===== src/hmc_flit_pkg.sv =====
// ----------------------------------------
// Shared FLIT geometry, HMC command codes and FLIT views
// Referenced by package-scoped names from every engine block
// ----------------------------------------
package hmc_flit_pkg;

  // ----------------------------------------
  // AXI word geometry
  // ----------------------------------------
  localparam int FPW     = 4;
  localparam int FLIT_W  = 128;
  localparam int DWIDTH  = FPW * FLIT_W;
  // Valid, header and tail bits, one per FLIT, FLIT 0 lowest
  localparam int TUSER_W = 3 * FPW;
  localparam int FLG_VALID = 0;
  localparam int FLG_HDR   = FPW;
  localparam int FLG_TAIL  = 2 * FPW;

  // User side widths
  // Address counts 32-byte units
  localparam int ADDR_W     = 27;
  localparam int ADDR_SHIFT = 5;
  localparam int TAG_W      = 9;
  localparam int DATA_W     = 256;

  // ----------------------------------------
  // Request header field positions
  // ----------------------------------------
  localparam int HDR_W    = 64;
  localparam int TAIL_W   = FLIT_W - HDR_W;
  localparam int CMD_LO   = 0;
  localparam int RES_LO   = 6;
  localparam int LNG_LO   = 7;
  localparam int DLN_LO   = 11;
  localparam int TAG_LO   = 15;
  localparam int HADDR_LO = 24;
  localparam int CUB_LO   = 58;
  // 34-bit address as the cube sees it
  localparam int HADDR_W  = CUB_LO - HADDR_LO;

  // Commands and packet lengths in FLITs
  localparam logic [5:0] CMD_P_WR32 = 6'b011001;
  localparam logic [3:0] LEN_P_WR32 = 4'd3;
  localparam logic [5:0] CMD_RD32   = 6'b110001;
  localparam logic [3:0] LEN_RD32   = 4'd1;
  // Posted writes get no response so any tag will do
  localparam logic [TAG_W-1:0] WR_TAG = 9'd1;

  // Start-up wait, 256 cycles after POST_DONE
  localparam int HOLDOFF_W   = 16;
  localparam int HOLDOFF_BIT = 8;

  // Request FSM states
  localparam logic [1:0] GEN_IDLE = 2'd0;
  localparam logic [1:0] GEN_WAIT = 2'd1;
  localparam logic [1:0] GEN_REQ  = 2'd2;

  // RX buffer
  localparam int RX_FIFO_DEPTH = 32;
  localparam int RX_FIFO_PTR_W = $clog2(RX_FIFO_DEPTH);

  typedef struct packed {
    logic [HDR_W-CUB_LO-1:0]     cub;
    logic [HADDR_W-1:0]          addr;
    logic [HADDR_LO-TAG_LO-1:0]  tag;
    logic [TAG_LO-DLN_LO-1:0]    dln;
    logic [DLN_LO-LNG_LO-1:0]    lng;
    logic [LNG_LO-RES_LO-1:0]    res;
    logic [RES_LO-CMD_LO-1:0]    cmd;
  } hdr_t;

  // Same FLIT read as header plus tail or as plain payload
  typedef union packed {
    struct packed {
      logic [TAIL_W-1:0] tail;
      hdr_t              hdr;
    } hv;
    logic [FLIT_W-1:0] raw;
  } flit_t;

endpackage

===== src/hmc_req_gen.sv =====
// ----------------------------------------
// Start-up hold-off and TX request packing
// Posted write in FLITs 0 to 2, read in FLIT 3
// ----------------------------------------
`timescale 1ns/1ps

module hmc_req_gen (
  input  logic                                CLK,
  input  logic                                RST,
  input  logic                                post_done_i,
  input  logic                                s_axis_tx_tready_i,
  input  logic [hmc_flit_pkg::ADDR_W-1:0]     wr_address_i,
  input  logic [hmc_flit_pkg::DATA_W-1:0]     data_in_i,
  input  logic                                wr_req_i,
  input  logic [hmc_flit_pkg::ADDR_W-1:0]     rd_address_i,
  input  logic [hmc_flit_pkg::TAG_W-1:0]      tag_in_i,
  input  logic                                rd_req_i,
  output logic                                s_axis_tx_tvalid_o,
  output logic [hmc_flit_pkg::DWIDTH-1:0]     s_axis_tx_tdata_o,
  output logic [hmc_flit_pkg::TUSER_W-1:0]    s_axis_tx_tuser_o,
  output logic                                req_ready_o
);

  logic [1:0]                             state_q;
  logic [hmc_flit_pkg::HOLDOFF_W-1:0]     holdoff_q;
  logic                                   wr_go;
  logic                                   rd_go;
  hmc_flit_pkg::flit_t                    wr_f0;
  hmc_flit_pkg::flit_t                    wr_f1;
  hmc_flit_pkg::flit_t                    wr_f2;
  hmc_flit_pkg::flit_t                    rd_f3;
  logic [hmc_flit_pkg::TUSER_W-1:0]       tuser_d;

  // 32-byte unit to cube address, top bits zero
  function automatic logic [hmc_flit_pkg::HADDR_W-1:0] hmc_addr(
    input logic [hmc_flit_pkg::ADDR_W-1:0] a
  );
    hmc_addr = {{(hmc_flit_pkg::HADDR_W - hmc_flit_pkg::ADDR_W
                  - hmc_flit_pkg::ADDR_SHIFT){1'b0}},
                a, {hmc_flit_pkg::ADDR_SHIFT{1'b0}}};
  endfunction

  // Requests only count in the request state
  assign wr_go = (state_q == hmc_flit_pkg::GEN_REQ) && wr_req_i;
  assign rd_go = (state_q == hmc_flit_pkg::GEN_REQ) && rd_req_i;

  always_comb begin
    wr_f0   = '0;
    wr_f1   = '0;
    wr_f2   = '0;
    rd_f3   = '0;
    tuser_d = '0;
    if (wr_go) begin
      wr_f0.hv.hdr.cmd  = hmc_flit_pkg::CMD_P_WR32;
      wr_f0.hv.hdr.lng  = hmc_flit_pkg::LEN_P_WR32;
      wr_f0.hv.hdr.dln  = hmc_flit_pkg::LEN_P_WR32;
      wr_f0.hv.hdr.tag  = hmc_flit_pkg::WR_TAG;
      wr_f0.hv.hdr.addr = hmc_addr(wr_address_i);
      // Payload fills FLIT 0 upper half, FLIT 1, FLIT 2 lower half
      wr_f0.hv.tail = data_in_i[0 +: hmc_flit_pkg::TAIL_W];
      wr_f1.raw     = data_in_i[hmc_flit_pkg::TAIL_W +: hmc_flit_pkg::FLIT_W];
      wr_f2.hv.hdr  = data_in_i[hmc_flit_pkg::TAIL_W + hmc_flit_pkg::FLIT_W
                                +: hmc_flit_pkg::HDR_W];
      // Valid 111, header 001, tail 100
      tuser_d[hmc_flit_pkg::FLG_VALID +: 3] = 3'b111;
      tuser_d[hmc_flit_pkg::FLG_HDR]        = 1'b1;
      tuser_d[hmc_flit_pkg::FLG_TAIL + 2]   = 1'b1;
    end
    if (rd_go) begin
      // Single FLIT read, tail left zero for the controller
      rd_f3.hv.hdr.cmd  = hmc_flit_pkg::CMD_RD32;
      rd_f3.hv.hdr.lng  = hmc_flit_pkg::LEN_RD32;
      rd_f3.hv.hdr.dln  = hmc_flit_pkg::LEN_RD32;
      rd_f3.hv.hdr.tag  = tag_in_i;
      rd_f3.hv.hdr.addr = hmc_addr(rd_address_i);
      tuser_d[hmc_flit_pkg::FLG_VALID + 3] = 1'b1;
      tuser_d[hmc_flit_pkg::FLG_HDR + 3]   = 1'b1;
      tuser_d[hmc_flit_pkg::FLG_TAIL + 3]  = 1'b1;
    end
  end

  // ----------------------------------------
  // Request FSM
  // ----------------------------------------
  always_ff @(posedge CLK) begin
    if (RST) begin
      state_q            <= hmc_flit_pkg::GEN_IDLE;
      holdoff_q          <= '0;
      s_axis_tx_tvalid_o <= 1'b0;
      s_axis_tx_tuser_o  <= '0;
      req_ready_o        <= 1'b0;
    end else begin
      // One pulse per requesting cycle, TREADY not waited for
      s_axis_tx_tvalid_o <= wr_go | rd_go;
      s_axis_tx_tuser_o  <= tuser_d;
      req_ready_o        <= 1'b0;
      case (state_q)
        hmc_flit_pkg::GEN_IDLE: begin
          // Let the link finish its NULL FLITs first
          if (post_done_i) begin
            holdoff_q <= holdoff_q + 1'b1;
          end
          if (holdoff_q[hmc_flit_pkg::HOLDOFF_BIT]) begin
            state_q <= hmc_flit_pkg::GEN_WAIT;
          end
        end
        hmc_flit_pkg::GEN_WAIT: begin
          if (s_axis_tx_tready_i) begin
            state_q <= hmc_flit_pkg::GEN_REQ;
          end
        end
        hmc_flit_pkg::GEN_REQ: begin
          // Ready follows last cycle's TREADY
          req_ready_o <= s_axis_tx_tready_i;
        end
        default: begin
          state_q <= hmc_flit_pkg::GEN_IDLE;
        end
      endcase
    end
  end

  // TX word
  always_ff @(posedge CLK) begin
    s_axis_tx_tdata_o <= {rd_f3.raw, wr_f2.raw, wr_f1.raw, wr_f0.raw};
  end

endmodule


===== config.mk =====
export PLATFORM = sky130hd
export DESIGN_NAME = hmc_req_gen
export DESIGN_NICKNAME = d
export VERILOG_FILES = /design/src/hmc_flit_pkg.sv /design/src/hmc_req_gen.sv
export SDC_FILE = /design/constraint.sdc
export NUM_CORES = 1
export LEC_CHECK = 0
export BUFFER_PORTS_ARGS = -buffer_cell sky130_fd_sc_hd__clkbuf_2
export CAP_MARGIN = 20
export CORE_AREA = 2 2 332 334
export CTS_CLUSTER_DIAMETER = 40
export DETAILED_ROUTE_END_ITERATION = 10
export DIE_AREA = 0 0 334 336
export PLACE_DENSITY = 0.33
export REMOVE_ABC_BUFFERS = 1
export SYNTH_ARGS = -nofsm -noshare
export SYNTH_HDL_FRONTEND = slang
export SYNTH_SLANG_ARGS = --single-unit

===== constraint.sdc =====
create_clock -name CLK -period 1.61 [get_ports CLK]
set_input_delay 0.161 -clock CLK [delete_from_list [all_inputs] [get_ports CLK]]
set_output_delay 0.161 -clock CLK [all_outputs]
set_load 0.005 [all_outputs]

==> impl_table.tex <==
\begin{tabular}{lr}
\hline
Metric & Value \\
\hline
\multicolumn{2}{l}{\textbf{Hold path}} \\
\quad Instance count along the most critical hold path & 4 \\
\quad Hold Crit Start & post\_done\_i \\
\quad Type of the tightest min-delay check & primary input to flip-flop \\
\quad Endpoint with the worst hold slack & holdoff\_q[0] \\
\multicolumn{2}{l}{\textbf{Setup path}} \\
\quad Maximum single-stage delay on the critical path & 0.60 ns \\
\quad Critical-path maximum fanout & 5 \\
\quad Library cell contributing the largest single delay on the critical path & dlygate4sd3\_1 \\
\quad Register-to-register setup slack & 0.13 ns \\
\quad Critical Path End Type & flip-flop \\
\quad Data arrival time of the worst path & 2.01 ns \\
\quad Number of cells traversed by the worst register-to-register path & 4 \\
\quad Worst setup SP type & flip-flop \\
\quad Endpoint required time on the critical path & 2.15 ns \\
\quad Capture point of the worst reg-to-reg path & state\_q[0] \\
\quad Cell breakdown of the critical path & buf\_4, nor2\_1, a2111oi\_0, dlygate4sd3\_1 \\
\quad Worst R2R Start & state\_q[0] \\
\quad Crit Path Category & flip-flop to flip-flop \\
\multicolumn{2}{l}{\textbf{GRT}} \\
\quad Antenna violations before repair & 9 \\
\quad Number of global-route vias before repair & 10,400 \\
\quad First-pass GRT wire length & 65,600 um \\
\quad GRT Overall Usage & 7.83\% \\
\quad Maximum number of pins on one net before global-route repair & 57 \\
\quad Total gr overflow & 0 \\
\multicolumn{2}{l}{\textbf{Yosys}} \\
\quad Post-Synthesis Mean Instance Area & 11.1 um2 \\
\quad Number of flops mapped to enable cells by yosys & 0 \\
\quad Async set or reset register ratio after synthesis & 0\% \\
\quad Top cell types by occurrence after synthesis & 336 x dfxtp\_1, 319 x and3\_1, 201 x buf\_4, 67 x clkbuf\_1, 8 x a21oi\_1 \\
\quad Number of warnings reported in the yosys synthesis log & 0 \\
\quad Fraction of post-synthesis cell area in the top cell type by area & 62.2\% \\
\quad Syn Std Cell Area & 10,800 um2 \\
\quad Most instantiated library cell after synthesis & dfxtp\_1 \\
\quad Sequential-to-total area share from yosys stat & 62.2\% \\
\quad Prevailing post-synth register cell & dfxtp\_1 \\
\quad Cell types occupying the most area after synthesis & dfxtp\_1 62\%, and3\_1 18\%, buf\_4 14\%, clkbuf\_1 2.3\%, a21oi\_1 0.37\% \\
\quad Count of distinct cell types in the synthesized netlist & 24 \\
\quad Gate count after technology mapping & 977 \\
\quad Flops \& latches, synth & 336 \\
\quad Cell accounting for the most synthesized area & dfxtp\_1 \\
\multicolumn{2}{l}{\textbf{Run status}} \\
\quad Run status & finished clean \\
\multicolumn{2}{l}{\textbf{Floorplanning}} \\
\quad Core area & 108,000 um2 \\
\quad Effective utilization at floorplan & 9.97\% \\
\quad Chip height & 336 um \\
\quad Number of rows created at floorplan & 121 \\
\quad Horizontal die dimension & 334 um \\
\quad Die Area & 112,000 um2 \\
\quad Top-Level Pins & 851 \\
\multicolumn{2}{l}{\textbf{Route}} \\
\quad Average wire per cell in the routed design & 13.4 um \\
\quad Via/cell ratio & 2.98 \\
\quad Final routed wirelength across all metal layers & 46,600 um \\
\quad Detailed-route via count & 10,300 \\
\quad Number of DRC markers after the initial detailed-route iteration & 224 \\
\quad DRC viols & 0 \\
\quad Number of iterations in the first detailed-routing pass & 4 \\
\quad Post-route ant nets & 0 \\
\multicolumn{2}{l}{\textbf{CTS}} \\
\quad Number of clock buffers inserted by TritonCTS & 78 \\
\quad Clock edge transition at the registers on the reported setup and hold paths & 0.04 ns \\
\quad Buffer depth of the longest clock path & 3 \\
\quad \# Post-CTS Setup Buffers & 0 \\
\quad \# H-tree levels & 3 \\
\quad CTS tree & built \\
\quad Root Buffer & clkbuf\_16 \\
\quad Clock latency on the worst-skew pair & 0.62 ns \\
\quad Clock net sink count & 336 \\
\multicolumn{2}{l}{\textbf{Layout}} \\
\quad Register area & 6730 um2 \\
\quad Final core occ & 19.5\% \\
\quad Fraction of final layout cells sized beyond drive strength 1 & 40.7\% \\
\quad Fin nets & 2,314 \\
\quad Number of inserted filler cells in the final layout & 12,100 \\
\quad Area of combinational cells with multiple inputs & 2970 um2 \\
\quad Area overhead of the layout relative to synthesis & 95.6\% \\
\multicolumn{2}{l}{\textbf{STA}} \\
\quad Fin. Hold Viols & 0 \\
\quad Max-slew violations & 0 \\
\quad Share of the cycle needed by the critical path after routing & 91.7\% \\
\quad Tightest hold margin & 0.0741 ns \\
\quad Tmin final & 1.48 ns \\
\quad Number of endpoints failing setup at the final stage & 0 \\
\quad Maximum clock frequency & 677 MHz \\
\quad Final total negative setup slack & 0 ns \\
\quad RSZ-0062 raised after global routing & no \\
\quad Clock tree skew after final layout & 0.0289 ns \\
\multicolumn{2}{l}{\textbf{Power}} \\
\quad Reported net switching power & 0.00587 W \\
\quad Share of total power consumed by net switching & 22.7\% \\
\quad Fraction of power consumed by the clock network & 62.5\% \\
\quad IR drop worst, VDD & 0.836 mV \\
\quad Power per Cell Area & 1220 nW/um2 \\
\quad Power Internal & 0.0200 W \\
\quad Combinational Power Share & 5.1\% \\
\quad Sequential Power Share & 32.3\% \\
\quad Leakage Power & 11.1 nW \\
\multicolumn{2}{l}{\textbf{Placed design}} \\
\quad Final weighted congestion in routability-driven placement & 0.707 \\
\quad Detail Placement HPWL & 35,500 um \\
\quad Input/output buffers & 666 \\
\multicolumn{2}{l}{\textbf{Run}} \\
\quad Reported max-cap violation count & 0 \\
\hline
\end{tabular}
## kinds of logic after synthesis
logic type	Yosys count	synth area share, %
muxes	1	0.0926
AOI/OAI and AO/OA	15	0.822
buffers and inverters	276	16.6
xor gates and xnor gates	2	0.162
and+or+nand+nor	345	19.9
DFF	336	62.2
other	1	0.0347
adders and majority gates	1	0.116
## state kept, by name (all words and copies together), names as in the netlist
| signal | count |
|---|---|
| holdoff_q | 9 |
| s_axis_tx_tvalid_o | 1 |
| s_axis_tx_tdata_o | 321 |
| s_axis_tx_tuser_o | 2 |
| req_ready_o | 1 |
| state_q | 2 |
## layout make-up
class | count | area share, %
Clock buffer | 97 | 10.1
Clock inverter | 45 | 2.75
Antenna cell | 5 | 0.0592
Multi-Input combinational cell | 548 | 14.1
Tap cell | 1414 | 8.37
Sequential cell | 336 | 31.8
Timing Repair Buffer | 1021 | 32.8
Inverter | 3 | 0.0533
## layer usage
layer  vias to the layer above  global-route usage (%)  part of all wire (%)
li1                       4964                       -                     -
met1                      4687                    8.60                    39
met2                       581                    13.2                    49
met3                        87                    3.33                   9.7
met4                         2                    3.33                   2.8
met5                         -                       0                 0.030
## worst max-delay path, delay by kind of cell, from the launching register on
kind,cells,cell delay [ns]
and+or+nand+nor,1,0.04
DFF,1,0.32
buffers and inverters,2,0.73
AOI/OAI and AO/OA,1,0.33
## worst max-delay path by stage
stage / from / end / depth (start not counted)
finish: state_q[0] / state_q[0] / 4
global route: s_axis_tx_tdata_o[307] / s_axis_tx_tdata_o[307] / 1
CTS: s_axis_tx_tdata_o[307] / s_axis_tx_tdata_o[307] / 1
detailed placement: state_q[1] / holdoff_q[7] / 4
global placement: state_q[1] / holdoff_q[7] / 4
floorplan: state_q[0] / s_axis_tx_tvalid_o / 3
## per-stage QoR
stage | worst slack [ns] | total power (W) | instances | instance area, um2
global placement | 0.132 | 0.00918 | 2999 | 15200
floorplan | -1.20 | 0.00862 | 887 | 9710
global route | 0.0148 | 0.0269 | 3468 | 21100
detailed placement | 0.148 | 0.00917 | 2999 | 15200
finish | 0.133 | 0.0258 | 3469 | 21100
CTS | 0.00396 | 0.0264 | 3464 | 21100
## power groups by stage
stage	logic [W]	clock network, W	registers [W]
6_report	0.00133	0.0161	0.00835
5_1_grt	0.00146	0.0171	0.00834
4_1_cts	0.00134	0.0167	0.00835
3_5_place_dp	0.000667	0	0.00851
3_3_place_gp	0.000676	0	0.00851
2_1_floorplan	0.000116	0	0.00851
## cell usage in the layout, fill, tap and decap left out, drive strengths merged
cell           n
a2111oi        1
a21oi          8
and2b          1
and3         319
and4bb         1
buf           33
bufinv         8
clkbuf       762
clkinv        13
clkinvlp      12
conb         184
dfxtp        336
diode          5
dlygate4sd3  323
ha             1
inv           15
mux2i          1
nand2          6
nand3b         1
nand4          2
nand4bb        1
nor2           6
nor3b          2
o21ai          2
o31ai          4
or3            2
or4            4
xnor2          2
## what timing repair did
action	CTS	global route
gates resized for setup	1	0
setup endpoints to repair	1	0
endpoints found under the hold margin	334	0
hold buffers	323	0
No activity file was read; power rests on OpenSTA's default activity.
